**src/design/io_params.svh**
```systemverilog
// ----------------------------------------------------------------------------
// Size and timing constants for the I/O subsystem, included by the RTL files
// ----------------------------------------------------------------------------
`ifndef IO_PARAMS_SVH
`define IO_PARAMS_SVH

// Number of GPIO pads in the pad frame
`define IO_GPIO_W 8

// SPI frame length in bits, single lane, MSB first
`define IO_SPI_BITS 8

// Reference clock cycles per SCK half period
// A full SCK period is twice this value
`define IO_SPI_DIV 2

`endif
```
**src/design/io_pkg.sv**
```systemverilog
// ----------------------------------------------------------------------------
// Shared types for the SPI engines and the pad arbiter
// ----------------------------------------------------------------------------
`default_nettype none

package io_pkg;

  // SPI master engine states
  typedef enum logic [2:0] {
    IDLE,    // waiting for start
    REQ,     // pads requested, waiting for grant
    LEAD,    // chip select low, first bit on MOSI
    SCK_LO,  // low half of a bit
    SCK_HI,  // high half of a bit
    TRAIL    // chip select high, done pulse
  } spi_state_e;

  // Current holder of the shared SPI pads
  typedef enum logic [1:0] {
    OWN_NONE,
    OWN_BOOT,
    OWN_HOST
  } pad_owner_e;

endpackage

`default_nettype wire

```
**src/design/spi_pin_if.sv**
```systemverilog
// ----------------------------------------------------------------------------
// Single-lane SPI pin bundle between an engine, the arbiter and the pads
// ----------------------------------------------------------------------------
`timescale 1ns/100ps
`default_nettype none

interface spi_pin_if;

  logic sck;
  logic csn;
  logic mosi;
  logic miso;

  // SPI engine side
  modport engine (output sck, output csn, output mosi, input miso);

  // Arbiter side facing one engine
  modport arb (input sck, input csn, input mosi, output miso);

  // Arbiter side driving the pad frame
  modport pad_src (output sck, output csn, output mosi, input miso);

  // Pad frame side
  modport pad (input sck, input csn, input mosi, output miso);

endinterface

`default_nettype wire

```
**src/design/spi_pad_arbiter.sv**
```systemverilog
// ----------------------------------------------------------------------------
// Owner of the shared SPI pads, one engine per frame, round robin on ties
// ----------------------------------------------------------------------------
`timescale 1ns/100ps
`default_nettype none

module spi_pad_arbiter
  import io_pkg::*;
(
  input  wire         ref_clk_i,
  input  wire         rst_n_i,
  input  wire         boot_req_i,
  input  wire         host_req_i,
  output logic        boot_gnt_o,
  output logic        host_gnt_o,
  spi_pin_if.arb      boot_spi,
  spi_pin_if.arb      host_spi,
  spi_pin_if.pad_src  pad_spi
);

  pad_owner_e owner_q;
  // Boot engine won the last tie
  logic       last_boot_q;

  always_ff @(posedge ref_clk_i) begin
    if (!rst_n_i) begin
      owner_q     <= OWN_NONE;
      last_boot_q <= 1'b0;
    end else begin
      case (owner_q)
        OWN_NONE: begin
          if (boot_req_i && host_req_i) begin
            owner_q     <= last_boot_q ? OWN_HOST : OWN_BOOT;
            last_boot_q <= !last_boot_q;
          end else if (boot_req_i) begin
            owner_q <= OWN_BOOT;
          end else if (host_req_i) begin
            owner_q <= OWN_HOST;
          end
        end
        // Grant held until the frame ends and the request drops
        OWN_BOOT: if (!boot_req_i) owner_q <= OWN_NONE;
        OWN_HOST: if (!host_req_i) owner_q <= OWN_NONE;
        default:  owner_q <= OWN_NONE;
      endcase
    end
  end

  assign boot_gnt_o = (owner_q == OWN_BOOT);
  assign host_gnt_o = (owner_q == OWN_HOST);

  // Pin mux, idle pins when nobody owns the pads
  always_comb begin
    pad_spi.sck   = 1'b0;
    pad_spi.csn   = 1'b1;
    pad_spi.mosi  = 1'b0;
    boot_spi.miso = 1'b0;
    host_spi.miso = 1'b0;
    case (owner_q)
      OWN_BOOT: begin
        pad_spi.sck   = boot_spi.sck;
        pad_spi.csn   = boot_spi.csn;
        pad_spi.mosi  = boot_spi.mosi;
        boot_spi.miso = pad_spi.miso;
      end
      OWN_HOST: begin
        pad_spi.sck   = host_spi.sck;
        pad_spi.csn   = host_spi.csn;
        pad_spi.mosi  = host_spi.mosi;
        host_spi.miso = pad_spi.miso;
      end
      default: ;
    endcase
  end

endmodule

`default_nettype wire

```
**src/flat_wrapper.sv**
```systemverilog
// flat-port wrapper written by rule: the top's interface ports become plain ports
module spi_pad_arbiter_flat import io_pkg::*;
  (ref_clk_i, rst_n_i, boot_req_i, host_req_i, boot_gnt_o, host_gnt_o, boot_spi_sck, boot_spi_csn, boot_spi_mosi, boot_spi_miso, host_spi_sck, host_spi_csn, host_spi_mosi, host_spi_miso, pad_spi_sck, pad_spi_csn, pad_spi_mosi, pad_spi_miso);
  spi_pin_if boot_spi_i ();
  spi_pin_if host_spi_i ();
  spi_pin_if pad_spi_i ();
  input  wire ref_clk_i;
  input  wire rst_n_i;
  input  wire boot_req_i;
  input  wire host_req_i;
  output logic boot_gnt_o;
  output logic host_gnt_o;
  input wire logic [$bits(boot_spi_i.sck)-1:0] boot_spi_sck;
  input wire logic [$bits(boot_spi_i.csn)-1:0] boot_spi_csn;
  input wire logic [$bits(boot_spi_i.mosi)-1:0] boot_spi_mosi;
  output wire logic [$bits(boot_spi_i.miso)-1:0] boot_spi_miso;
  input wire logic [$bits(host_spi_i.sck)-1:0] host_spi_sck;
  input wire logic [$bits(host_spi_i.csn)-1:0] host_spi_csn;
  input wire logic [$bits(host_spi_i.mosi)-1:0] host_spi_mosi;
  output wire logic [$bits(host_spi_i.miso)-1:0] host_spi_miso;
  output wire logic [$bits(pad_spi_i.sck)-1:0] pad_spi_sck;
  output wire logic [$bits(pad_spi_i.csn)-1:0] pad_spi_csn;
  output wire logic [$bits(pad_spi_i.mosi)-1:0] pad_spi_mosi;
  input wire logic [$bits(pad_spi_i.miso)-1:0] pad_spi_miso;
  assign boot_spi_i.sck = boot_spi_sck;
  assign boot_spi_i.csn = boot_spi_csn;
  assign boot_spi_i.mosi = boot_spi_mosi;
  assign boot_spi_miso = boot_spi_i.miso;
  assign host_spi_i.sck = host_spi_sck;
  assign host_spi_i.csn = host_spi_csn;
  assign host_spi_i.mosi = host_spi_mosi;
  assign host_spi_miso = host_spi_i.miso;
  assign pad_spi_sck = pad_spi_i.sck;
  assign pad_spi_csn = pad_spi_i.csn;
  assign pad_spi_mosi = pad_spi_i.mosi;
  assign pad_spi_i.miso = pad_spi_miso;
  spi_pad_arbiter u_core (.ref_clk_i(ref_clk_i), .rst_n_i(rst_n_i), .boot_req_i(boot_req_i), .host_req_i(host_req_i), .boot_gnt_o(boot_gnt_o), .host_gnt_o(host_gnt_o), .boot_spi(boot_spi_i), .host_spi(host_spi_i), .pad_spi(pad_spi_i));
endmodule
```
**config.mk**
```make
export PLATFORM = sky130hd
export DESIGN_NAME = spi_pad_arbiter_flat
export DESIGN_NICKNAME = d
export VERILOG_FILES = /design/src/design/io_params.svh /design/src/design/io_pkg.sv /design/src/design/spi_pin_if.sv /design/src/design/spi_pad_arbiter.sv /design/src/flat_wrapper.sv
export SDC_FILE = /design/constraint.sdc
export NUM_CORES = 1
export LEC_CHECK = 0
export BUFFER_PORTS_ARGS = -buffer_cell sky130_fd_sc_hd__buf_2
export CORE_AREA = 2 2 39 41
export DETAILED_ROUTE_END_ITERATION = 6
export DIE_AREA = 0 0 41 43
export GPL_TIMING_DRIVEN = 0
export SKIP_CTS_REPAIR_TIMING = 1
export SLEW_MARGIN = 25
export SYNTH_ARGS = -nofsm -noshare
export SYNTH_HDL_FRONTEND = slang
export SYNTH_SLANG_ARGS = --single-unit
```
**constraint.sdc**
```tcl
create_clock -name ref_clk_i -period 1.3 [get_ports ref_clk_i]
set_input_delay 0.065 -clock ref_clk_i [delete_from_list [all_inputs] [get_ports ref_clk_i]]
set_output_delay 0.065 -clock ref_clk_i [all_outputs]
set_load 0.05 [all_outputs]
```
==> results.toml <==
[critical_path]
path_class = "reg2out"
cp_cell_sequence = "inv_6, ha_4, a22oi_2, nor2b_4, buf_8"
cpPeakStageDelay_ns = 0.38
path_buf_inv = 2
critical_path.top_delay_family = "flip-flops"
start_kind = "register"
endpoint_kind = "primary output"
r2r_setup_slack_ns = 0.01
crit_fanout = 4
arrival_ns = 1.26
crit_slowest_cell = "dfxtp_4"
cp.required_ns = 1.24

[routing]
avgRoutedWirePerCell_um = 9.97
ant_nets = 0
firstDrtPassIters = 2
wl_um = 698
drt_iter0_drc = 6
num_vias = 306
route.detailed.drc = 0
post_drt_via_cell_ratio = 4.37

[power]
p_sw_w = 0.000291
irDropWorstVdd_mv = 0.378
netSwitchingFraction_pct = 41.8
p_per_area_nw_per_um2 = 1290
p_comb_share_pct = 57.2
leakagePower_nw = 0.228
p_seq_share_pct = 19.8
p_clk_share_pct = 23.0
p_int_w = 0.000404
total_power_w = 0.000695

[synthesis]
yosysUniqueCellTypes = 14
ys_seq_area_share_pct = 21.9
synthesis.area_sq_um = 274
syn_inst = 31
ys_ff_latch = 3
syn_nets = 47
yosys_warnings = 0
syn_avg_cell_area_sq_um = 8.84

[sta]
setup_violations = 2
timing.slew.headroom_pct = 80.5
slew_viol_final = 0
rsz0062_at_grt = "yes"
max_freq_ghz = 0.754
period_minus_slack_ns = 1.33
worst_slack_ns = -0.0256
layout_worst_path_cycle_share_pct = 102
finalClockSkew_ns = 0.000300
whs_ns = 0.113
worst_pin_slew_ns = 0.293
hold_viol_final = 0
setup-tns-final_ns = -0.0465

[cts]
cts_max_level = 1
cts_tree = "yes"
clkLatencyLatePin_ns = 0.23
cts.clk_slew.worst_paths_ns = 0.03
cts_root_buf = "clkbuf_4"
cts_inserted_buffers = 3
cts_sinks = 3
clk_path_buf_depth = 2

[cells_and_area]
layout_common_cells = "buf_2 (12), nand2_1 (5), ha_4 (4), clkbuf_4 (4)"
antenna_cells = 0
drive_gt1_share_pct = 68.5
layout_commonest_cell = "buf_2"
final_nets = 71
synthToLayoutAreaGrowth_pct = 96.3
fillers = 138

[floorplan]
core_sq_um = 1380
die_area_sq_um = 1760
start_util_pct = 19.8
die_h_um = 43
rows = 14
die_w_um = 41
boundaryPins = 18

[place]
port-buffer-count = 17
dp_hpwl_um = 494
gp_congestion = 0.663

[grt]
antenna_found_initial = 0
track_usage_pct = 7.52
grt-ovfl-total = 0
grt_start_max_net_pins = 6
grt_pass1_vias = 241
grt_pass1_wl_um = 800

[flow_run]
cap_violations = 0

[status]
outcome = "finished, violations left"
violations = "setup timing"

[hold_path]
hold_class = "in2reg"
## registers in the layout (all words and copies together), names as in the netlist
name / count
u_core.owner_q: 2
u_core.last_boot_q: 1
## power by group through the flow
| stage | Clock, W | Sequential (W) | Combinational (W) |
|---|---|---|---|
| finish | 0.000160 | 0.000138 | 0.000398 |
| global route | 0.000176 | 0.000141 | 0.000427 |
| CTS | 0.000170 | 0.000121 | 0.000301 |
| detailed placement | 0 | 0.000122 | 0.000299 |
| global placement | 0 | 0.000121 | 0.000296 |
| floorplan | 0 | 0.000119 | 0.000239 |
## path summary, 6_finish.rpt
| path | from | to | depth (start not counted) |
|---|---|---|---|
| setup reg to reg | u_core.owner_q[1] | u_core.owner_q[1] | 5 |
| hold / removal | rst_n_i | u_core.last_boot_q | 2 |
| setup / recovery | u_core.owner_q[0] | pad_spi_mosi | 5 |
| hold reg to reg | u_core.owner_q[0] | u_core.owner_q[0] | 2 |
## cell families after synthesis
| kind of cell | count (synthesis) | share of synthesized area, % |
|---|---|---|
| muxes | 2 | 7.31 |
| and+or+nand+nor | 13 | 25.1 |
| AOI/OAI and AO/OA | 5 | 16.9 |
| buffers and inverters | 2 | 2.74 |
| adders and majority gates | 5 | 22.8 |
| xor gates and xnor gates | 1 | 3.20 |
| DFF | 3 | 21.9 |
## per-layer routing
layer  track usage, %  up-vias  share of wire, %
li1                 -      158                 -
met5                0        -                 0
met3             4.71        0               8.6
met1             5.45      133                36
met2             11.6       15                56
met4             8.00        0                 0
## stage by stage
stage	setup slack, ns	std cells	util [%]	area [sq um]
2_1_floorplan	-0.0404	31	-	287
3_3_place_gp	-0.0996	64	28.3	392
3_5_place_dp	-0.123	64	28.3	392
4_1_cts	-0.268	68	30.2	418
5_1_grt	-0.0762	70	38.9	538
6_report	-0.0256	70	38.9	538
## Yosys cell counts, drive strengths merged
master	instances	area [sq um]
nand4	1	6.26
dfxtp	3	60.1
mux2i	2	20.0
a22oi	3	22.5
nand3	1	5.00
nor3b	1	7.51
nor2b	2	12.5
nand2	5	18.8
xnor2	1	8.76
inv	2	7.51
ha	5	62.6
and2	3	18.8
a21o	1	8.76
a221oi	1	15.0
## area by class of cell
type,instances,area (sq um),share of cell area (%)
multi-input cells,26,282,52.3
clock buffers,4,26.3,4.88
well taps,16,20.0,3.72
inverters,2,15.0,2.79
repair buffers,19,128,23.7
flip-flops and latches,3,67.6,12.6
No activity file was read; power rests on OpenSTA's default activity.
