**config.mk**
```make
export PLATFORM = sky130hd
export DESIGN_NAME = spi_master_flat
export DESIGN_NICKNAME = d
export VERILOG_FILES = /design/src/design/io_pkg.sv /design/src/design/spi_pin_if.sv /design/src/design/spi_master.sv /design/src/flat_wrapper.sv
export VERILOG_INCLUDE_DIRS = /design/src /design/src/design
export SDC_FILE = /design/constraint.sdc
export NUM_CORES = 1
export LEC_CHECK = 0
export BUFFER_PORTS_ARGS = -buffer_cell sky130_fd_sc_hd__buf_2
export CORE_ASPECT_RATIO = 0.75
export CORE_MARGIN = 2
export CORE_UTILIZATION = 30
export DETAILED_ROUTE_END_ITERATION = 10
export HOLD_SLACK_MARGIN = 0.12
export SYNTH_ARGS = -nofsm -noshare
export SYNTH_HDL_FRONTEND = slang
export SYNTH_SLANG_ARGS = --single-unit
```
**constraint.sdc**
```tcl
create_clock -name ref_clk_i -period 3.4 [get_ports ref_clk_i]
set_input_delay 0.34 -clock ref_clk_i [delete_from_list [all_inputs] [get_ports ref_clk_i]]
set_output_delay 0.34 -clock ref_clk_i [all_outputs]
set_load 0.05 [all_outputs]
```
**src/design/io_params.svh**
```systemverilog
// ----------------------------------------------------------------------------
// Size and timing constants for the I/O subsystem, included by the RTL files
// ----------------------------------------------------------------------------
`ifndef IO_PARAMS_SVH
`define IO_PARAMS_SVH

// Number of GPIO pads in the pad frame
`define IO_GPIO_W 8

// SPI frame length in bits, single lane, MSB first
`define IO_SPI_BITS 8

// Reference clock cycles per SCK half period
// A full SCK period is twice this value
`define IO_SPI_DIV 2

`endif
```
**src/design/io_pkg.sv**
```systemverilog
// ----------------------------------------------------------------------------
// Shared types for the SPI engines and the pad arbiter
// ----------------------------------------------------------------------------
`default_nettype none

package io_pkg;

  // SPI master engine states
  typedef enum logic [2:0] {
    IDLE,    // waiting for start
    REQ,     // pads requested, waiting for grant
    LEAD,    // chip select low, first bit on MOSI
    SCK_LO,  // low half of a bit
    SCK_HI,  // high half of a bit
    TRAIL    // chip select high, done pulse
  } spi_state_e;

  // Current holder of the shared SPI pads
  typedef enum logic [1:0] {
    OWN_NONE,
    OWN_BOOT,
    OWN_HOST
  } pad_owner_e;

endpackage

`default_nettype wire

```
**src/design/spi_pin_if.sv**
```systemverilog
// ----------------------------------------------------------------------------
// Single-lane SPI pin bundle between an engine, the arbiter and the pads
// ----------------------------------------------------------------------------
`timescale 1ns/100ps
`default_nettype none

interface spi_pin_if;

  logic sck;
  logic csn;
  logic mosi;
  logic miso;

  // SPI engine side
  modport engine (output sck, output csn, output mosi, input miso);

  // Arbiter side facing one engine
  modport arb (input sck, input csn, input mosi, output miso);

  // Arbiter side driving the pad frame
  modport pad_src (output sck, output csn, output mosi, input miso);

  // Pad frame side
  modport pad (input sck, input csn, input mosi, output miso);

endinterface

`default_nettype wire

```
**src/design/spi_master.sv**
```systemverilog
// ----------------------------------------------------------------------------
// Single-lane SPI master, mode 0, MSB first, one frame per start pulse
// Requests the shared pads from the arbiter before each frame
// ----------------------------------------------------------------------------
`timescale 1ns/100ps
`default_nettype none
`include "io_params.svh"

module spi_master
  import io_pkg::*;
(
  input  wire                    ref_clk_i,
  input  wire                    rst_n_i,
  input  wire                    start_i,
  input  wire [`IO_SPI_BITS-1:0] tx_data_i,
  output logic [`IO_SPI_BITS-1:0] rx_data_o,
  output logic                   done_o,
  output logic                   busy_o,
  output logic                   req_o,
  input  wire                    gnt_i,
  spi_pin_if.engine              spi
);

  localparam int BITS  = `IO_SPI_BITS;
  localparam int DIV   = `IO_SPI_DIV;
  localparam int DIV_W = (DIV > 1) ? $clog2(DIV) : 1;
  localparam int BIT_W = (BITS > 1) ? $clog2(BITS) : 1;

  spi_state_e       state_q;
  logic [DIV_W-1:0] div_q;
  logic [BIT_W-1:0] bit_q;
  logic [BITS-1:0]  tx_q;
  logic [BITS-1:0]  rx_q;
  logic             div_end;

  // Last reference cycle of an SCK half period
  assign div_end = (div_q == DIV_W'(DIV - 1));

  always_ff @(posedge ref_clk_i) begin
    if (!rst_n_i) begin
      state_q <= IDLE;
      div_q   <= '0;
      bit_q   <= '0;
    end else begin
      case (state_q)
        IDLE: begin
          // Starts while busy never reach this state
          if (start_i) state_q <= REQ;
        end
        REQ: begin
          if (gnt_i) state_q <= LEAD;
        end
        LEAD: begin
          state_q <= SCK_LO;
          div_q   <= '0;
          bit_q   <= '0;
        end
        SCK_LO: begin
          if (div_end) begin
            div_q   <= '0;
            state_q <= SCK_HI;
          end else begin
            div_q <= div_q + 1'b1;
          end
        end
        SCK_HI: begin
          if (div_end) begin
            div_q <= '0;
            if (bit_q == BIT_W'(BITS - 1)) begin
              state_q <= TRAIL;
            end else begin
              bit_q   <= bit_q + 1'b1;
              state_q <= SCK_LO;
            end
          end else begin
            div_q <= div_q + 1'b1;
          end
        end
        TRAIL: begin
          state_q <= IDLE;
        end
        default: state_q <= IDLE;
      endcase
    end
  end

  // Shift registers, MOSI moves on falling SCK, MISO captured on rising SCK
  always_ff @(posedge ref_clk_i) begin
    if (state_q == IDLE && start_i) begin
      tx_q <= tx_data_i;
    end else if (state_q == SCK_HI && div_end) begin
      tx_q <= {tx_q[BITS-2:0], 1'b0};
    end
    if (state_q == SCK_LO && div_end) begin
      rx_q <= {rx_q[BITS-2:0], spi.miso};
    end
  end

  assign spi.sck  = (state_q == SCK_HI);
  assign spi.csn  = !(state_q inside {LEAD, SCK_LO, SCK_HI});
  assign spi.mosi = tx_q[BITS-1];

  assign req_o     = (state_q inside {REQ, LEAD, SCK_LO, SCK_HI});
  assign busy_o    = (state_q != IDLE);
  assign done_o    = (state_q == TRAIL);
  assign rx_data_o = rx_q;

  // Chip select may only go low on pads this engine was granted
  a_csn_needs_gnt: assert property (@(posedge ref_clk_i) disable iff (!rst_n_i)
    !spi.csn |-> gnt_i)
    else $error("chip select low without grant");

endmodule

`default_nettype wire

```
**src/flat_wrapper.sv**
```systemverilog
// flat-port wrapper written by rule: the top's interface ports become plain ports
module spi_master_flat import io_pkg::*;
  (ref_clk_i, rst_n_i, start_i, tx_data_i, rx_data_o, done_o, busy_o, req_o, gnt_i, spi_sck, spi_csn, spi_mosi, spi_miso);
  spi_pin_if spi_i ();
  input  wire ref_clk_i;
  input  wire rst_n_i;
  input  wire start_i;
  input  wire [`IO_SPI_BITS-1:0] tx_data_i;
  output logic [`IO_SPI_BITS-1:0] rx_data_o;
  output logic done_o;
  output logic busy_o;
  output logic req_o;
  input  wire gnt_i;
  output wire logic [$bits(spi_i.sck)-1:0] spi_sck;
  output wire logic [$bits(spi_i.csn)-1:0] spi_csn;
  output wire logic [$bits(spi_i.mosi)-1:0] spi_mosi;
  input wire logic [$bits(spi_i.miso)-1:0] spi_miso;
  assign spi_sck = spi_i.sck;
  assign spi_csn = spi_i.csn;
  assign spi_mosi = spi_i.mosi;
  assign spi_i.miso = spi_miso;
  spi_master u_core (.ref_clk_i(ref_clk_i), .rst_n_i(rst_n_i), .start_i(start_i), .tx_data_i(tx_data_i), .rx_data_o(rx_data_o), .done_o(done_o), .busy_o(busy_o), .req_o(req_o), .gnt_i(gnt_i), .spi(spi_i));
endmodule
```
==> results.cfg <==
[cells_and_area]
final_common_cell = buf_2
seqCellArea_um2 = 621
drive_gt1_frac = 0.444
fill_cells = 328
fin_nets = 115
syn_to_final_growth_pct = 17.8
diodes = 0
multi_input_area_um2 = 385
most-common-layout-cells = 26 x buf_2, 16 x edfxtp_1, 9 x mux2_2

[global_routing]
grt_pass1_wl_um = 2850
globalRouteOverflowTotal = 0
antenna_found_initial = 0
track_usage = 0.0913
grt_pass1_vias = 626
grt_max_degree = 14

[clocking]
cts_resized = 0
clock-sinks = 23
cts_setup_buffers = 0
numCtsBuffers = 3
clockRootBuffer = clkbuf_8
h-tree-depth = 1
clock_latency_ns = 0.26
cts_buffer_depth = 2
tritoncts = yes
ctsHoldBuffers = 0
clkTransAtPathRegs_ns = 0.08

[status]
status = complete, no violations

[sta]
setup_tns_ns = 0
rsz0062_at_grt = false
max_freq_mhz = 505
worst_pin_slew_ns = 0.765
maxSlewHeadroom = 0.490
finalSetupViolCount = 0
hold_ws_ns = 0.248
fin_skew_ns = 0.00611
hold_viol_final = 0
layout_min_cycle_time_ns = 1.98
final.period_utilization = 0.582
drv_slew = 0

[setup_path]
crit_path_start = u_core.state_q[0]
critPathLaunchType = register
worstPathRequired_ns = 3.06
timing.setup.critical_path_class = reg2out
worstPathCellList = or2_1 -> xor2_1 -> buf_2
rrSetupSlack_ns = 1.56
crit_buf_inv = 1
r2r-end = u_core.tx_q[7]
crit_slowest_cell = dfxtp_1
rr_worst_depth = 2
crit_path_max_incr_delay_ns = 0.54
path_delay_family = flip-flops
crit_path_end_kind = output port
cp_num_cells = 3
critPathMaxFanout = 12
r2r_start = u_core.state_q[0]
arrival_ns = 1.64

[power_and_ir_drop]
leakagePower_uw = 0.000490
vdd_drop_max_mv = 0.181
power_uw = 656
p_per_area_mw_per_mm2 = 531

[route]
wl_per_cell_um = 12.1
vias_per_cell = 4.67
dr.pass1.iters = 4
drt_wl_total_um = 1680
drt_iter0_markers = 72
num_vias = 649
ant_nets = 0
drc_errors = 0

[flow_run]
maxCapViolCount = 0

[placement]
dp_hpwl_um = 1280
gp_congestion = 0.740
numPortBuffers = 26

[yosys]
yosysWarnings = 0
synthesis.area_mm2 = 0.00105
ys_seq_area_frac = 0.591
ys_ff_latch = 23
yosysUniqueCellTypes = 31
syn-num-nets = 89
syn_inst = 74
syn_area_per_cell_um2 = 14.2

[min_path]
hold_path.class = in2reg
min_from = spi_miso
min_to = u_core.rx_data_o[0]
whs_path_depth = 1

[die]
initial_utilization = 0.317
die_area_mm2 = 0.00399
io_pins = 27
dieHeight_um = 55.2
rows = 18
coreArea_mm2 = 0.00331
die_w_um = 72.3
[cells in the mapped netlist]
master,number,area [µm²]
nand2_1,4,15.0
o31ai_1,2,15.0
buf_4,1,7.51
nor2_1,3,11.3
nor3b_2,1,12.5
buf_6,2,22.5
ha_1,2,25.0
buf_2,2,10.0
mux2_4,1,15.0
nor3_1,2,10.0
o21ai_0,1,5.00
or3_1,1,6.26
and2_1,1,6.26
nand2b_1,2,12.5
a32oi_1,1,8.76
nor4_4,1,21.3
and4bb_2,1,12.5
and3_1,1,6.26
edfxtp_1,16,480
mux2_2,9,101
xor2_1,1,8.76
a211oi_1,2,15.0
a22o_1,2,17.5
a2bb2oi_1,1,8.76
nor2_8,1,20.0
o21a_1,1,7.51
nor2b_1,2,12.5
inv_1,1,3.75
or2_1,1,6.26
dfxtp_1,7,140
a21oi_1,1,5.00
[area by class of cell]
type / instances / area share
well taps: 40 / 0.0405
clock inverters: 1 / 0.00405
inverters: 1 / 0.00304
clock buffers: 3 / 0.0334
repair buffers: 26 / 0.105
flip-flops and latches: 23 / 0.502
multi-input cells: 45 / 0.312
[sequential cells by signal (all words and copies together) (netlist names)]
signal            count
u_core.tx_q           8
u_core.bit_q          3
u_core.rx_data_o      8
u_core.state_q        3
u_core.div_end        1
[worst reg2reg max path, stage by stage (launching register included)]
cell and delay [ns]:
dfxtp_1 0.42, or2_1 0.40, a21oi_1 0.65
[worst max-delay path by stage]
| stage | end | slack, ns |
|---|---|---|
| 2_1_floorplan | spi_csn | 1.36 |
| 4_1_cts | req_o | 1.40 |
| 5_1_grt | req_o | 1.28 |
| 3_3_place_gp | u_core.tx_q[3] | 1.63 |
| 6_report | req_o | 1.42 |
| 3_5_place_dp | u_core.tx_q[6] | 1.54 |
[per-stage QoR]
stage	instances	util	setup WS, ns	area [µm²]
after global placement	135	0.359	1.63	1190
after CTS	139	0.373	1.40	1240
after global routing	139	0.373	1.28	1240
after detailed placement	135	0.359	1.54	1190
after floorplan	74	-	1.36	1050
final	139	0.373	1.42	1240
[cells by family (layout without fill, tap and decap cells)]
| logic type | Yosys count | in the layout | synth area share |
|---|---|---|---|
| AOI/OAI and AO/OA | 11 | 11 | 0.0787 |
| buffers and inverters | 6 | 31 | 0.0417 |
| and+or+nand+nor | 21 | 21 | 0.145 |
| xor gates and xnor gates | 1 | 1 | 0.00834 |
| muxes | 10 | 10 | 0.111 |
| adders and majority gates | 2 | 2 | 0.0238 |
| DFF | 23 | 23 | 0.591 |
[per-layer routing]
metal	vias to the layer above	track usage	wire (µm)
li1	323	-	-
met1	302	0.120	777
met2	20	0.136	743
met3	4	0.0401	146
met4	0	0.0243	14
met5	-	0	0
[where the power goes]
group	switching (µW)	total (µW)	internal (µW)
clock network	86.8	169	81.7
registers	18.1	343	325
logic	91.4	144	53.0
total	196	656	460
(Power assumes the default switching activity.)
