[src/design/io_params.svh]
// ----------------------------------------------------------------------------
// Size and timing constants for the I/O subsystem, included by the RTL files
// ----------------------------------------------------------------------------
`ifndef IO_PARAMS_SVH
`define IO_PARAMS_SVH

// Number of GPIO pads in the pad frame
`define IO_GPIO_W 8

// SPI frame length in bits, single lane, MSB first
`define IO_SPI_BITS 8

// Reference clock cycles per SCK half period
// A full SCK period is twice this value
`define IO_SPI_DIV 2

`endif
[src/design/gpio_ctrl.sv]
// ----------------------------------------------------------------------------
// GPIO drive toward the pad frame and input synchronizer back to the core
// ----------------------------------------------------------------------------
`timescale 1ns/100ps
`default_nettype none
`include "io_params.svh"

module gpio_ctrl (
  input  wire                   ref_clk_i,
  input  wire                   rst_n_i,
  input  wire [`IO_GPIO_W-1:0]  gpio_out_i,
  input  wire [`IO_GPIO_W-1:0]  gpio_dir_i,
  output logic [`IO_GPIO_W-1:0] pad_out_o,
  output logic [`IO_GPIO_W-1:0] pad_oe_o,
  input  wire [`IO_GPIO_W-1:0]  pad_in_i,
  output logic [`IO_GPIO_W-1:0] gpio_in_o
);

  logic [`IO_GPIO_W-1:0] sync1_q;
  logic [`IO_GPIO_W-1:0] sync2_q;

  // Direction 1 means output
  assign pad_out_o = gpio_out_i;
  assign pad_oe_o  = gpio_dir_i;

  // Pad levels are asynchronous to ref_clk
  always_ff @(posedge ref_clk_i) begin
    if (!rst_n_i) begin
      sync1_q <= '0;
      sync2_q <= '0;
    end else begin
      sync1_q <= pad_in_i;
      sync2_q <= sync1_q;
    end
  end

  assign gpio_in_o = sync2_q;

endmodule

`default_nettype wire

[config.mk]
export PLATFORM = sky130hd
export DESIGN_NAME = gpio_ctrl
export DESIGN_NICKNAME = d
export VERILOG_FILES = /design/src/design/gpio_ctrl.sv
export VERILOG_INCLUDE_DIRS = /design/src /design/src/design
export SDC_FILE = /design/constraint.sdc
export NUM_CORES = 1
export LEC_CHECK = 0
export BUFFER_PORTS_ARGS = -buffer_cell sky130_fd_sc_hd__buf_2
export CORE_MARGIN = 5
export CORE_UTILIZATION = 32
export CTS_CLUSTER_DIAMETER = 40
export DETAILED_ROUTE_END_ITERATION = 6
export PLACE_DENSITY_LB_ADDON = 0.3
export SETUP_SLACK_MARGIN = 0.5
export SLEW_MARGIN = 30
export SYNTH_ARGS = -nofsm -noshare
export SYNTH_HDL_FRONTEND = slang
export SYNTH_SLANG_ARGS = --single-unit
[constraint.sdc]
create_clock -name ref_clk_i -period 0.8 [get_ports ref_clk_i]
set_input_delay 0.08 -clock ref_clk_i [delete_from_list [all_inputs] [get_ports ref_clk_i]]
set_output_delay 0.08 -clock ref_clk_i [all_outputs]
set_load 0.05 [all_outputs]
==> results of run 1 <==
-- synthesized netlist by cell type (all sizes together) --
master,count,area share (%)
buf,17,23
and2,16,20
dfxtp,16,57
-- sequential cells by signal, summed over array words and instances (netlist names) --
name,count
sync1_q,8
gpio_in_o,8
-- power by group --
group,internal (W),leakage [nW],total (W),switching (W)
Sequential,0.000819,0.138,0.000833,0.0000140
Clock,0.000180,0.0154,0.000396,0.000216
Combinational,0.0000937,0.157,0.000176,0.0000826
Total,0.00109,0.311,0.00141,0.000313
-- through the flow --
stage / cell area [sq um] / hold WS [ns] / power (W) / utilization, %
after CTS: 701.9 / -0.003130 / 0.001425 / 41.10
after detailed placement: 595.6 / 0.1604 / 0.0009883 / 34.87
final: 706.9 / 0.006167 / 0.001406 / 41.39
after floorplan: 670.6 / 0.2073 / 0.001195 / -
after global routing: 706.9 / -0.01374 / 0.001494 / 41.39
after global placement: 595.6 / 0.1604 / 0.0009881 / 34.87
-- path summary, 6_finish.rpt --
kind	start	endpoint	slack (ns)	cells after the start
setup / recovery	gpio_in_o[5]	gpio_in_o[5]	-0.05	1
hold / removal	pad_in_i[4]	sync1_q[4]	0.006	2
setup reg to reg	sync1_q[4]	gpio_in_o[4]	0.27	1
hold reg to reg	sync1_q[5]	gpio_in_o[5]	0.45	1
-- repair_timing --
item                                    CTS  global route
endpoints found under the setup margin   16            19
endpoints found under the hold margin     2             2
resized for setup                        24             3
-- logic make-up after synthesis --
family,after synthesis,synth area share (%)
buffers and inverters,17,23.18
flip-flops,16,56.51
AND/OR/NAND/NOR,16,20.31
-- metal layers --
layer	up-vias	part of all wire [%]	global-route usage [%]
met4	0	3.9	9.170
li1	139	-	-
met5	-	0	0
met2	13	53	8.787
met3	6	11	2.292
met1	103	32	5.594
-- cell type report --
class | instances | area share (%)
repair buffers | 17 | 23.72
clock inverters | 1 | 0.5310
well taps | 25 | 4.425
flip-flops and latches | 16 | 49.91
multi-input cells | 16 | 18.23
clock buffers | 3 | 3.186
==> impl_metrics.xml, run 1 <==
<?xml version="1.0" encoding="UTF-8"?>
<metrics>
  <group name="worst_setup_path">
    <metric name="slowest_delay" unit="ns">0.35</metric>
    <metric name="type_of_the_setup_path_with_the_least_slack" unit="">reg2out</metric>
    <metric name="crit_path_end_kind" unit="">output port</metric>
    <metric name="critPathArrivalTime" unit="ns">0.77</metric>
    <metric name="critical_path.max_fanout" unit="">1</metric>
    <metric name="cp_launch_type" unit="">register</metric>
    <metric name="timing.critical_path.max_delay_family" unit="">flip-flops</metric>
    <metric name="worst_path_max_delay_cell" unit="">sky130_fd_sc_hd__dfxtp_4</metric>
    <metric name="crit_chain" unit="">buf_8</metric>
    <metric name="cp_data_required_time" unit="ns">0.72</metric>
    <metric name="timing.critical_path.buf_inv" unit="">1</metric>
  </group>
  <group name="floorplanning">
    <metric name="initial_core_util" unit="%">33.19</metric>
    <metric name="placement_rows" unit="">15</metric>
    <metric name="coreArea" unit="sq mm">0.001708</metric>
    <metric name="die-area" unit="sq mm">0.002713</metric>
    <metric name="die_h" unit="um">52.09</metric>
    <metric name="die_width" unit="um">52.09</metric>
    <metric name="design.portCount" unit="">50</metric>
  </group>
  <group name="sta">
    <metric name="unrepaired_setup_endpoints_after_global_routing" unit="">true</metric>
    <metric name="final.setup.tns" unit="ns">-0.3245</metric>
    <metric name="timing.final.hold_violations" unit="">0</metric>
    <metric name="worst_slack" unit="ns">-0.04607</metric>
    <metric name="final_worst_path_period_share" unit="%">105.8</metric>
    <metric name="clock.fmax" unit="MHz">1182</metric>
    <metric name="period_minus_slack" unit="ns">0.8461</metric>
    <metric name="timing.max_slew.rel_slack" unit="%">89.80</metric>
    <metric name="tightestPinTransition" unit="ns">0.1531</metric>
    <metric name="finalSetupViolCount" unit="">8</metric>
    <metric name="fin_worst_skew" unit="ns">0.003142</metric>
    <metric name="report.final.slew_viol_count" unit="">0</metric>
  </group>
  <group name="drt">
    <metric name="detailedRoute.firstPassIterationCount" unit="">1</metric>
    <metric name="ant_nets" unit="">0</metric>
    <metric name="via_count" unit="">261</metric>
    <metric name="first_iter_violations" unit="">0</metric>
    <metric name="avgViaCountPerCell" unit="">3.346</metric>
    <metric name="wirelength" unit="um">717</metric>
    <metric name="route.detailed.wl_per_inst" unit="um">9.192</metric>
    <metric name="final_routed_drc_violation_total" unit="">0</metric>
  </group>
  <group name="power">
    <metric name="vdd.ir_drop.worst" unit="uV">611.1</metric>
    <metric name="power.static_leakage" unit="nW">0.3113</metric>
    <metric name="power.density" unit="mW/mm^2">1988</metric>
  </group>
  <group name="clock_tree">
    <metric name="tritoncts" unit="">done</metric>
    <metric name="buffer_cell_driving_the_clock_tree_root" unit="">sky130_fd_sc_hd__clkbuf_4</metric>
    <metric name="clock_sink_count" unit="">16</metric>
    <metric name="clk_latency" unit="ns">0.27</metric>
    <metric name="post-cts-setup-buffers" unit="">0</metric>
    <metric name="worst_setup_hold_path_clk_slew" unit="ns">0.08</metric>
    <metric name="clock_buffer_count_from_cts" unit="">3</metric>
    <metric name="cts_buffer_depth" unit="">2</metric>
    <metric name="cts.htree.levels" unit="">1</metric>
  </group>
  <group name="synth">
    <metric name="synth_seq_cells" unit="">16</metric>
    <metric name="ys.warnings.count" unit="">0</metric>
    <metric name="mappedNetlistNets" unit="">75</metric>
    <metric name="synth.yosys.seq_area_share" unit="%">56.51</metric>
    <metric name="area_of_the_mapped_netlist" unit="sq um">566.8</metric>
    <metric name="syn_area_per_cell" unit="sq um">11.57</metric>
    <metric name="postSynthCellCount" unit="">49</metric>
    <metric name="ys_types" unit="">5</metric>
  </group>
  <group name="grt">
    <metric name="grt_overflow" unit="">0</metric>
    <metric name="largest_net_degree_at_the_start_of_global_routing" unit="">17</metric>
    <metric name="grt_pass1_wl" unit="mm">1.152</metric>
    <metric name="vias_in_the_first_global_route" unit="">260</metric>
    <metric name="grt_antenna_before_repair" unit="">0</metric>
    <metric name="global_route.usage.total" unit="%">6.168</metric>
  </group>
  <group name="run">
    <metric name="cap_violations" unit="">0</metric>
  </group>
  <group name="placed_design">
    <metric name="io_buffer_count" unit="">17</metric>
    <metric name="place_ws" unit="ns">0.1626</metric>
    <metric name="globalplace.congestion" unit="">0.5324</metric>
    <metric name="dpl.cell_count" unit="">74</metric>
  </group>
  <group name="layout">
    <metric name="nets" unit="">80</metric>
    <metric name="post_route_cells_drive_above_1_share" unit="%">79.25</metric>
    <metric name="mostFrequentLayoutCell" unit="">sky130_fd_sc_hd__and2_4</metric>
    <metric name="multiInputGateArea" unit="sq um">128.9</metric>
    <metric name="layout.cells.non_filler" unit="">78</metric>
    <metric name="sequential_cell_area" unit="sq um">352.8</metric>
    <metric name="final_cell_mix" unit="">sky130_fd_sc_hd__and2_4 (11), sky130_fd_sc_hd__dfxtp_4 (8), sky130_fd_sc_hd__buf_2 (8), sky130_fd_sc_hd__buf_8 (8), sky130_fd_sc_hd__dfxtp_1 (6)</metric>
    <metric name="num_antenna_cells" unit="">0</metric>
    <metric name="syn_to_final_growth" unit="%">24.72</metric>
    <metric name="fill_cells" unit="">160</metric>
  </group>
  <group name="run_status">
    <metric name="violated_checks" unit="">negative setup slack</metric>
    <metric name="status" unit="">finished with violations</metric>
  </group>
  <group name="worst_hold_path">
    <metric name="hold_crit_path_type" unit="">in2reg</metric>
  </group>
</metrics>
Power figures use the tool's default switching activity.
==> run 2: changes to the inputs <==
--- a/config.mk
+++ b/config.mk
@@ -8,7 +8,7 @@
 export LEC_CHECK = 0
 export BUFFER_PORTS_ARGS = -buffer_cell sky130_fd_sc_hd__buf_2
 export CORE_MARGIN = 5
-export CORE_UTILIZATION = 32
+export CORE_UTILIZATION = 35
 export CTS_CLUSTER_DIAMETER = 40
 export DETAILED_ROUTE_END_ITERATION = 6
 export PLACE_DENSITY_LB_ADDON = 0.3
==> constraint.sdc (replaced) <==
create_clock -name ref_clk_i -period 0.81 [get_ports ref_clk_i]
set_input_delay 0.081 -clock ref_clk_i [delete_from_list [all_inputs] [get_ports ref_clk_i]]
set_output_delay 0.081 -clock ref_clk_i [all_outputs]
set_load 0.05 [all_outputs]
==> impl_metrics.xml, run 2 (same netlist as run 1, synthesis figures left out) <==
<?xml version="1.0" encoding="UTF-8"?>
<metrics>
  <group name="layout">
    <metric name="nets" unit="">80</metric>
    <metric name="post_route_cells_drive_above_1_share" unit="%">83.02</metric>
    <metric name="num_antenna_cells" unit="">0</metric>
    <metric name="final_cell_mix" unit="">sky130_fd_sc_hd__and2_4 (11), sky130_fd_sc_hd__buf_2 (9), sky130_fd_sc_hd__dfxtp_4 (8), sky130_fd_sc_hd__buf_8 (8)</metric>
    <metric name="finalInstanceArea" unit="sq um">695.7</metric>
    <metric name="fill_cells" unit="">145</metric>
    <metric name="syn_to_final_growth" unit="%">22.74</metric>
    <metric name="mostFrequentLayoutCell" unit="">sky130_fd_sc_hd__and2_4</metric>
  </group>
  <group name="sta">
    <metric name="period_minus_slack" unit="ns">0.8459</metric>
    <metric name="final_worst_path_period_share" unit="%">104.4</metric>
    <metric name="report.final.slew_viol_count" unit="">0</metric>
    <metric name="tightestPinTransition" unit="ns">0.2383</metric>
    <metric name="worst_slack" unit="ns">-0.03587</metric>
    <metric name="unrepaired_setup_endpoints_after_global_routing" unit="">true</metric>
    <metric name="clock.fmax" unit="MHz">1182</metric>
    <metric name="timing.final.hold_violations" unit="">0</metric>
    <metric name="finalSetupViolCount" unit="">8</metric>
    <metric name="timing.max_slew.rel_slack" unit="%">84.11</metric>
    <metric name="hold_ws" unit="ns">0.008372</metric>
    <metric name="fin_worst_skew" unit="ns">0.002190</metric>
  </group>
  <group name="floorplanning">
    <metric name="design.portCount" unit="">50</metric>
    <metric name="die_width" unit="um">50.24</metric>
    <metric name="die_h" unit="um">50.24</metric>
    <metric name="coreArea" unit="sq mm">0.001524</metric>
    <metric name="initial_core_util" unit="%">37.19</metric>
    <metric name="die-area" unit="sq mm">0.002524</metric>
    <metric name="placement_rows" unit="">14</metric>
  </group>
  <group name="worst_setup_path">
    <metric name="critPathArrivalTime" unit="ns">0.76</metric>
    <metric name="rrSetupSlack" unit="ns">0.28</metric>
    <metric name="slowest_delay" unit="ns">0.35</metric>
    <metric name="worst_r2r_startpoint" unit="">sync1_q[0]</metric>
    <metric name="cp_data_required_time" unit="ns">0.73</metric>
    <metric name="timing.critical_path.max_delay_family" unit="">flip-flops</metric>
    <metric name="type_of_the_setup_path_with_the_least_slack" unit="">reg2out</metric>
    <metric name="critical_path.max_fanout" unit="">1</metric>
    <metric name="worst_path_max_delay_cell" unit="">sky130_fd_sc_hd__dfxtp_4</metric>
    <metric name="timing.reg2reg.worst_path_depth" unit="">1</metric>
    <metric name="crit_chain" unit="">buf_8</metric>
    <metric name="r2r_end" unit="">gpio_in_o[0]</metric>
    <metric name="crit_path_end_kind" unit="">output port</metric>
    <metric name="cp_launch_type" unit="">register</metric>
    <metric name="timing.critical_path.buf_inv" unit="">1</metric>
  </group>
  <group name="power">
    <metric name="finalPower" unit="W">0.001391</metric>
    <metric name="power.density" unit="mW/mm^2">1999</metric>
    <metric name="vdd.ir_drop.worst" unit="uV">636.0</metric>
    <metric name="power.static_leakage" unit="nW">0.3111</metric>
  </group>
  <group name="clock_tree">
    <metric name="cts_hold_buf" unit="">0</metric>
    <metric name="cts_buffer_depth" unit="">2</metric>
    <metric name="cts.htree.levels" unit="">1</metric>
    <metric name="worst_setup_hold_path_clk_slew" unit="ns">0.08</metric>
    <metric name="clock_sink_count" unit="">16</metric>
    <metric name="clk_latency" unit="ns">0.27</metric>
    <metric name="buffer_cell_driving_the_clock_tree_root" unit="">sky130_fd_sc_hd__clkbuf_4</metric>
    <metric name="clock_buffer_count_from_cts" unit="">3</metric>
    <metric name="tritoncts" unit="">done</metric>
  </group>
  <group name="drt">
    <metric name="route.detailed.wl_per_inst" unit="um">10.96</metric>
    <metric name="detailedRoute.firstPassIterationCount" unit="">3</metric>
    <metric name="ant_nets" unit="">0</metric>
    <metric name="wirelength" unit="um">756</metric>
    <metric name="first_iter_violations" unit="">1</metric>
    <metric name="avgViaCountPerCell" unit="">4.087</metric>
    <metric name="final_routed_drc_violation_total" unit="">0</metric>
    <metric name="via_count" unit="">282</metric>
  </group>
  <group name="worst_hold_path">
    <metric name="hold_path_depth" unit="">2</metric>
    <metric name="hold_path_startpoint" unit="">pad_in_i[3]</metric>
    <metric name="hold_path_end" unit="">sync1_q[3]</metric>
    <metric name="hold_crit_path_type" unit="">in2reg</metric>
  </group>
  <group name="run_status">
    <metric name="violated_checks" unit="">negative setup slack</metric>
    <metric name="status" unit="">finished with violations</metric>
  </group>
  <group name="placed_design">
    <metric name="io_buffer_count" unit="">17</metric>
    <metric name="postPlaceCellArea" unit="sq um">584.3</metric>
    <metric name="globalplace.congestion" unit="">0.5761</metric>
  </group>
  <group name="run">
    <metric name="cap_violations" unit="">0</metric>
  </group>
  <group name="grt">
    <metric name="grt_overflow" unit="">0</metric>
    <metric name="vias_in_the_first_global_route" unit="">283</metric>
    <metric name="largest_net_degree_at_the_start_of_global_routing" unit="">17</metric>
    <metric name="grt_pass1_wl" unit="mm">1.145</metric>
    <metric name="global_route.usage.total" unit="%">6.254</metric>
    <metric name="grt_antenna_before_repair" unit="">0</metric>
  </group>
</metrics>
==> run 2: cell count changes in the layout (fill, tap and decap cells not counted), sizes merged <==
cell,change
clkbuf,-1
buf,+1
==> run 2: how the worst max path moves through the flow <==
stage / start / endpoint / cells past startpoint
2_1_floorplan: sync1_q[2] / gpio_in_o[2] / 1
3_3_place_gp: gpio_in_o[3] / gpio_in_o[3] / 1
3_5_place_dp: gpio_in_o[3] / gpio_in_o[3] / 1
4_1_cts: gpio_in_o[3] / gpio_in_o[3] / 1
5_1_grt: gpio_in_o[7] / gpio_in_o[7] / 1
6_report: gpio_in_o[2] / gpio_in_o[2] / 1
==> run 2: layer usage <==
layer	wire length, um	vias to the layer above	global-route usage, %	part of all wire (%)
met2	385	17	9.623	51
met1	228	119	5.054	30
met3	102	8	1.479	13
met4	40	0	10.48	5.3
met5	0	-	0	0
li1	-	138	-	-
==> run 2: final cells by class <==
| cell class | instances | area [sq um] | share of cell area (%) |
|---|---|---|---|
| Multi-Input combinational cell | 16 | 128.9 | 18.53 |
| Tap cell | 16 | 20.02 | 2.878 |
| Timing Repair Buffer | 17 | 165.2 | 23.74 |
| Sequential cell | 16 | 355.3 | 51.08 |
| Clock buffer | 3 | 22.52 | 3.237 |
| Clock inverter | 1 | 3.754 | 0.5396 |
==> run 2: metrics by stage <==
step                worst slack (ns)  setup TNS, ns  instances  utilization, %
CTS                         -0.04293        -0.3336         69           45.32
finish                      -0.03587        -0.2535         69           45.65
global placement              0.1726              0         65           38.34
global route                -0.06974        -0.5137         69           45.65
detailed placement            0.1709              0         65           38.34
floorplan                     0.3077              0         49               -
==> run 2: repair_timing <==
action	in CTS	in global routing
setup endpoints to repair	16	16
hold endpoints to repair	0	1
resized for setup	24	4
setup buffers	0	0
==> run 2: where the power goes <==
| group | switching (W) | internal (W) |
|---|---|---|
| Sequential | 0.0000142 | 0.000810 |
| Combinational | 0.0000816 | 0.0000913 |
| Clock | 0.000216 | 0.000178 |
| Total | 0.000312 | 0.00108 |
==> run 3: changes to the inputs <==
--- a/config.mk
+++ b/config.mk
@@ -8,7 +8,8 @@
 export LEC_CHECK = 0
 export BUFFER_PORTS_ARGS = -buffer_cell sky130_fd_sc_hd__buf_2
 export CORE_MARGIN = 5
-export CORE_UTILIZATION = 35
+export CORE_UTILIZATION = 37
+export CTS_BUF_LIST = sky130_fd_sc_hd__clkbuf_4
 export CTS_CLUSTER_DIAMETER = 40
 export DETAILED_ROUTE_END_ITERATION = 6
 export PLACE_DENSITY_LB_ADDON = 0.3
==> impl_metrics.xml, run 3 (same netlist as run 1, synthesis figures left out) <==
<?xml version="1.0" encoding="UTF-8"?>
<metrics>
  <group name="floorplanning">
    <metric name="die_width" unit="um">49.14</metric>
    <metric name="die_h" unit="um">49.14</metric>
    <metric name="placement_rows" unit="">14</metric>
    <metric name="design.portCount" unit="">50</metric>
    <metric name="die-area" unit="sq mm">0.002415</metric>
    <metric name="initial_core_util" unit="%">38.52</metric>
    <metric name="coreArea" unit="sq mm">0.001471</metric>
  </group>
  <group name="power">
    <metric name="power.density" unit="mW/mm^2">1999</metric>
    <metric name="p_comb_share" unit="%">12.5</metric>
    <metric name="p_switching" unit="W">0.0003134</metric>
    <metric name="seqPwrFrac" unit="%">59.1</metric>
    <metric name="vdd.ir_drop.worst" unit="uV">669.9</metric>
    <metric name="swShare" unit="%">22.50</metric>
    <metric name="clock_power_share" unit="%">28.4</metric>
    <metric name="power.static_leakage" unit="nW">0.3115</metric>
    <metric name="finalPower" unit="W">0.001393</metric>
    <metric name="power_report.internal_total" unit="W">0.001080</metric>
  </group>
  <group name="sta">
    <metric name="final_worst_path_period_share" unit="%">104.1</metric>
    <metric name="worst_slack" unit="ns">-0.03345</metric>
    <metric name="clock.fmax" unit="MHz">1186</metric>
    <metric name="period_minus_slack" unit="ns">0.8435</metric>
    <metric name="tightestPinTransition" unit="ns">0.1516</metric>
    <metric name="fin_worst_skew" unit="ns">0.002066</metric>
    <metric name="finalSetupViolCount" unit="">8</metric>
    <metric name="timing.max_slew.rel_slack" unit="%">89.89</metric>
    <metric name="final.setup.tns" unit="ns">-0.2526</metric>
    <metric name="timing.final.hold_violations" unit="">0</metric>
    <metric name="unrepaired_setup_endpoints_after_global_routing" unit="">true</metric>
    <metric name="report.final.slew_viol_count" unit="">0</metric>
  </group>
  <group name="clock_tree">
    <metric name="cts_buffer_depth" unit="">2</metric>
    <metric name="clk_latency" unit="ns">0.27</metric>
    <metric name="buffer_cell_driving_the_clock_tree_root" unit="">sky130_fd_sc_hd__clkbuf_4</metric>
    <metric name="clock_sink_count" unit="">16</metric>
    <metric name="cts.htree.levels" unit="">1</metric>
    <metric name="cts_repair_resize_count" unit="">24</metric>
    <metric name="cts_hold_buf" unit="">0</metric>
    <metric name="clock_buffer_count_from_cts" unit="">3</metric>
    <metric name="post-cts-setup-buffers" unit="">0</metric>
    <metric name="worst_setup_hold_path_clk_slew" unit="ns">0.08</metric>
    <metric name="tritoncts" unit="">done</metric>
  </group>
  <group name="drt">
    <metric name="avgViaCountPerCell" unit="">4.058</metric>
    <metric name="final_routed_drc_violation_total" unit="">0</metric>
    <metric name="detailedRoute.firstPassIterationCount" unit="">2</metric>
    <metric name="route.detailed.wl_per_inst" unit="um">10.64</metric>
    <metric name="wirelength" unit="um">734</metric>
    <metric name="first_iter_violations" unit="">3</metric>
    <metric name="ant_nets" unit="">0</metric>
    <metric name="via_count" unit="">280</metric>
  </group>
  <group name="grt">
    <metric name="largest_net_degree_at_the_start_of_global_routing" unit="">17</metric>
    <metric name="global_route.usage.total" unit="%">6.277</metric>
    <metric name="grt_overflow" unit="">0</metric>
    <metric name="grt_antenna_before_repair" unit="">0</metric>
    <metric name="vias_in_the_first_global_route" unit="">277</metric>
    <metric name="grt_pass1_wl" unit="mm">1.152</metric>
  </group>
  <group name="layout">
    <metric name="post_route_cells_drive_above_1_share" unit="%">81.13</metric>
    <metric name="syn_to_final_growth" unit="%">22.96</metric>
    <metric name="mostFrequentLayoutCell" unit="">sky130_fd_sc_hd__and2_4</metric>
    <metric name="final_cell_mix" unit="">sky130_fd_sc_hd__and2_4 (11), sky130_fd_sc_hd__dfxtp_4 (8), sky130_fd_sc_hd__buf_2 (8), sky130_fd_sc_hd__buf_8 (8), sky130_fd_sc_hd__dfxtp_1 (5)</metric>
    <metric name="nets" unit="">80</metric>
    <metric name="fill_cells" unit="">139</metric>
    <metric name="num_antenna_cells" unit="">0</metric>
  </group>
  <group name="worst_setup_path">
    <metric name="critical_path.max_fanout" unit="">1</metric>
    <metric name="timing.critical_path.buf_inv" unit="">1</metric>
    <metric name="critPathArrivalTime" unit="ns">0.76</metric>
    <metric name="cp_launch_type" unit="">register</metric>
    <metric name="cp_data_required_time" unit="ns">0.73</metric>
    <metric name="worst_path_max_delay_cell" unit="">sky130_fd_sc_hd__dfxtp_4</metric>
    <metric name="crit_chain" unit="">buf_8</metric>
    <metric name="crit_path_end_kind" unit="">output port</metric>
    <metric name="timing.critical_path.max_delay_family" unit="">flip-flops</metric>
    <metric name="type_of_the_setup_path_with_the_least_slack" unit="">reg2out</metric>
    <metric name="slowest_delay" unit="ns">0.35</metric>
  </group>
  <group name="run_status">
    <metric name="violated_checks" unit="">negative setup slack</metric>
    <metric name="status" unit="">finished with violations</metric>
  </group>
  <group name="placed_design">
    <metric name="io_buffer_count" unit="">17</metric>
    <metric name="globalplace.congestion" unit="">0.5799</metric>
  </group>
  <group name="worst_hold_path">
    <metric name="hold_crit_path_type" unit="">in2reg</metric>
  </group>
  <group name="run">
    <metric name="cap_violations" unit="">0</metric>
  </group>
</metrics>
==> run 3: changes by cell type in the layout (fill, tap and decap cells not counted), sizes merged <==
| cell | change |
|---|---|
| clkbuf | +1 |
| buf | -1 |
==> run 3: worst paths after layout <==
check / from / to / slack, ns / depth (start not counted)
worst min-delay path: pad_in_i[2] / sync1_q[2] / 0.01 / 2
worst min register to register: sync1_q[4] / gpio_in_o[4] / 0.45 / 1
worst max register to register: sync1_q[6] / gpio_in_o[6] / 0.28 / 1
worst max-delay path: gpio_in_o[2] / gpio_in_o[2] / -0.03 / 1
==> run 3: layout make-up <==
| class | count | area (sq um) | share of cell area (%) |
|---|---|---|---|
| flip-flops and latches | 16 | 354.1 | 50.81 |
| repair buffers | 17 | 167.7 | 24.06 |
| multi-input cells | 16 | 128.9 | 18.49 |
| clock buffers | 3 | 22.52 | 3.232 |
| well taps | 16 | 20.02 | 2.873 |
| clock inverters | 1 | 3.754 | 0.5386 |
==> run 3: per-layer routing <==
metal  global-route usage, %  share of wire [%]  wire, um  vias to the layer above
met4                   8.520                3.4        25                        0
met5                       0                  0         0                        -
met1                   5.047                 29       211                      122
li1                        -                  -         -                      140
met2                   9.871                 55       405                       12
met3                   2.446                 12        91                        6
==> run 3: per-stage QoR <==
| stage | utilization, % | hold WS [ns] | cells | instance area (sq um) | worst slack, ns |
|---|---|---|---|---|---|
| 2_1_floorplan | - | 0.2083 | 49 | 670.6 | 0.3077 |
| 3_3_place_gp | 39.71 | 0.1624 | 65 | 584.3 | 0.1721 |
| 3_5_place_dp | 39.71 | 0.1624 | 65 | 584.3 | 0.1689 |
| 4_1_cts | 46.94 | 0.002971 | 69 | 690.7 | -0.04178 |
| 5_1_grt | 47.36 | 0.002442 | 69 | 696.9 | -0.06053 |
| 6_report | 47.36 | 0.009714 | 69 | 696.9 | -0.03345 |
==> run 3: power by group through the flow <==
stage,clock network [W],registers [W],logic [W]
CTS,0.000412,0.000822,0.000175
global route,0.000442,0.000828,0.000184
global placement,0,0.000833,0.000142
floorplan,0,0.000892,0.000289
finish,0.000396,0.000824,0.000174
detailed placement,0,0.000834,0.000144
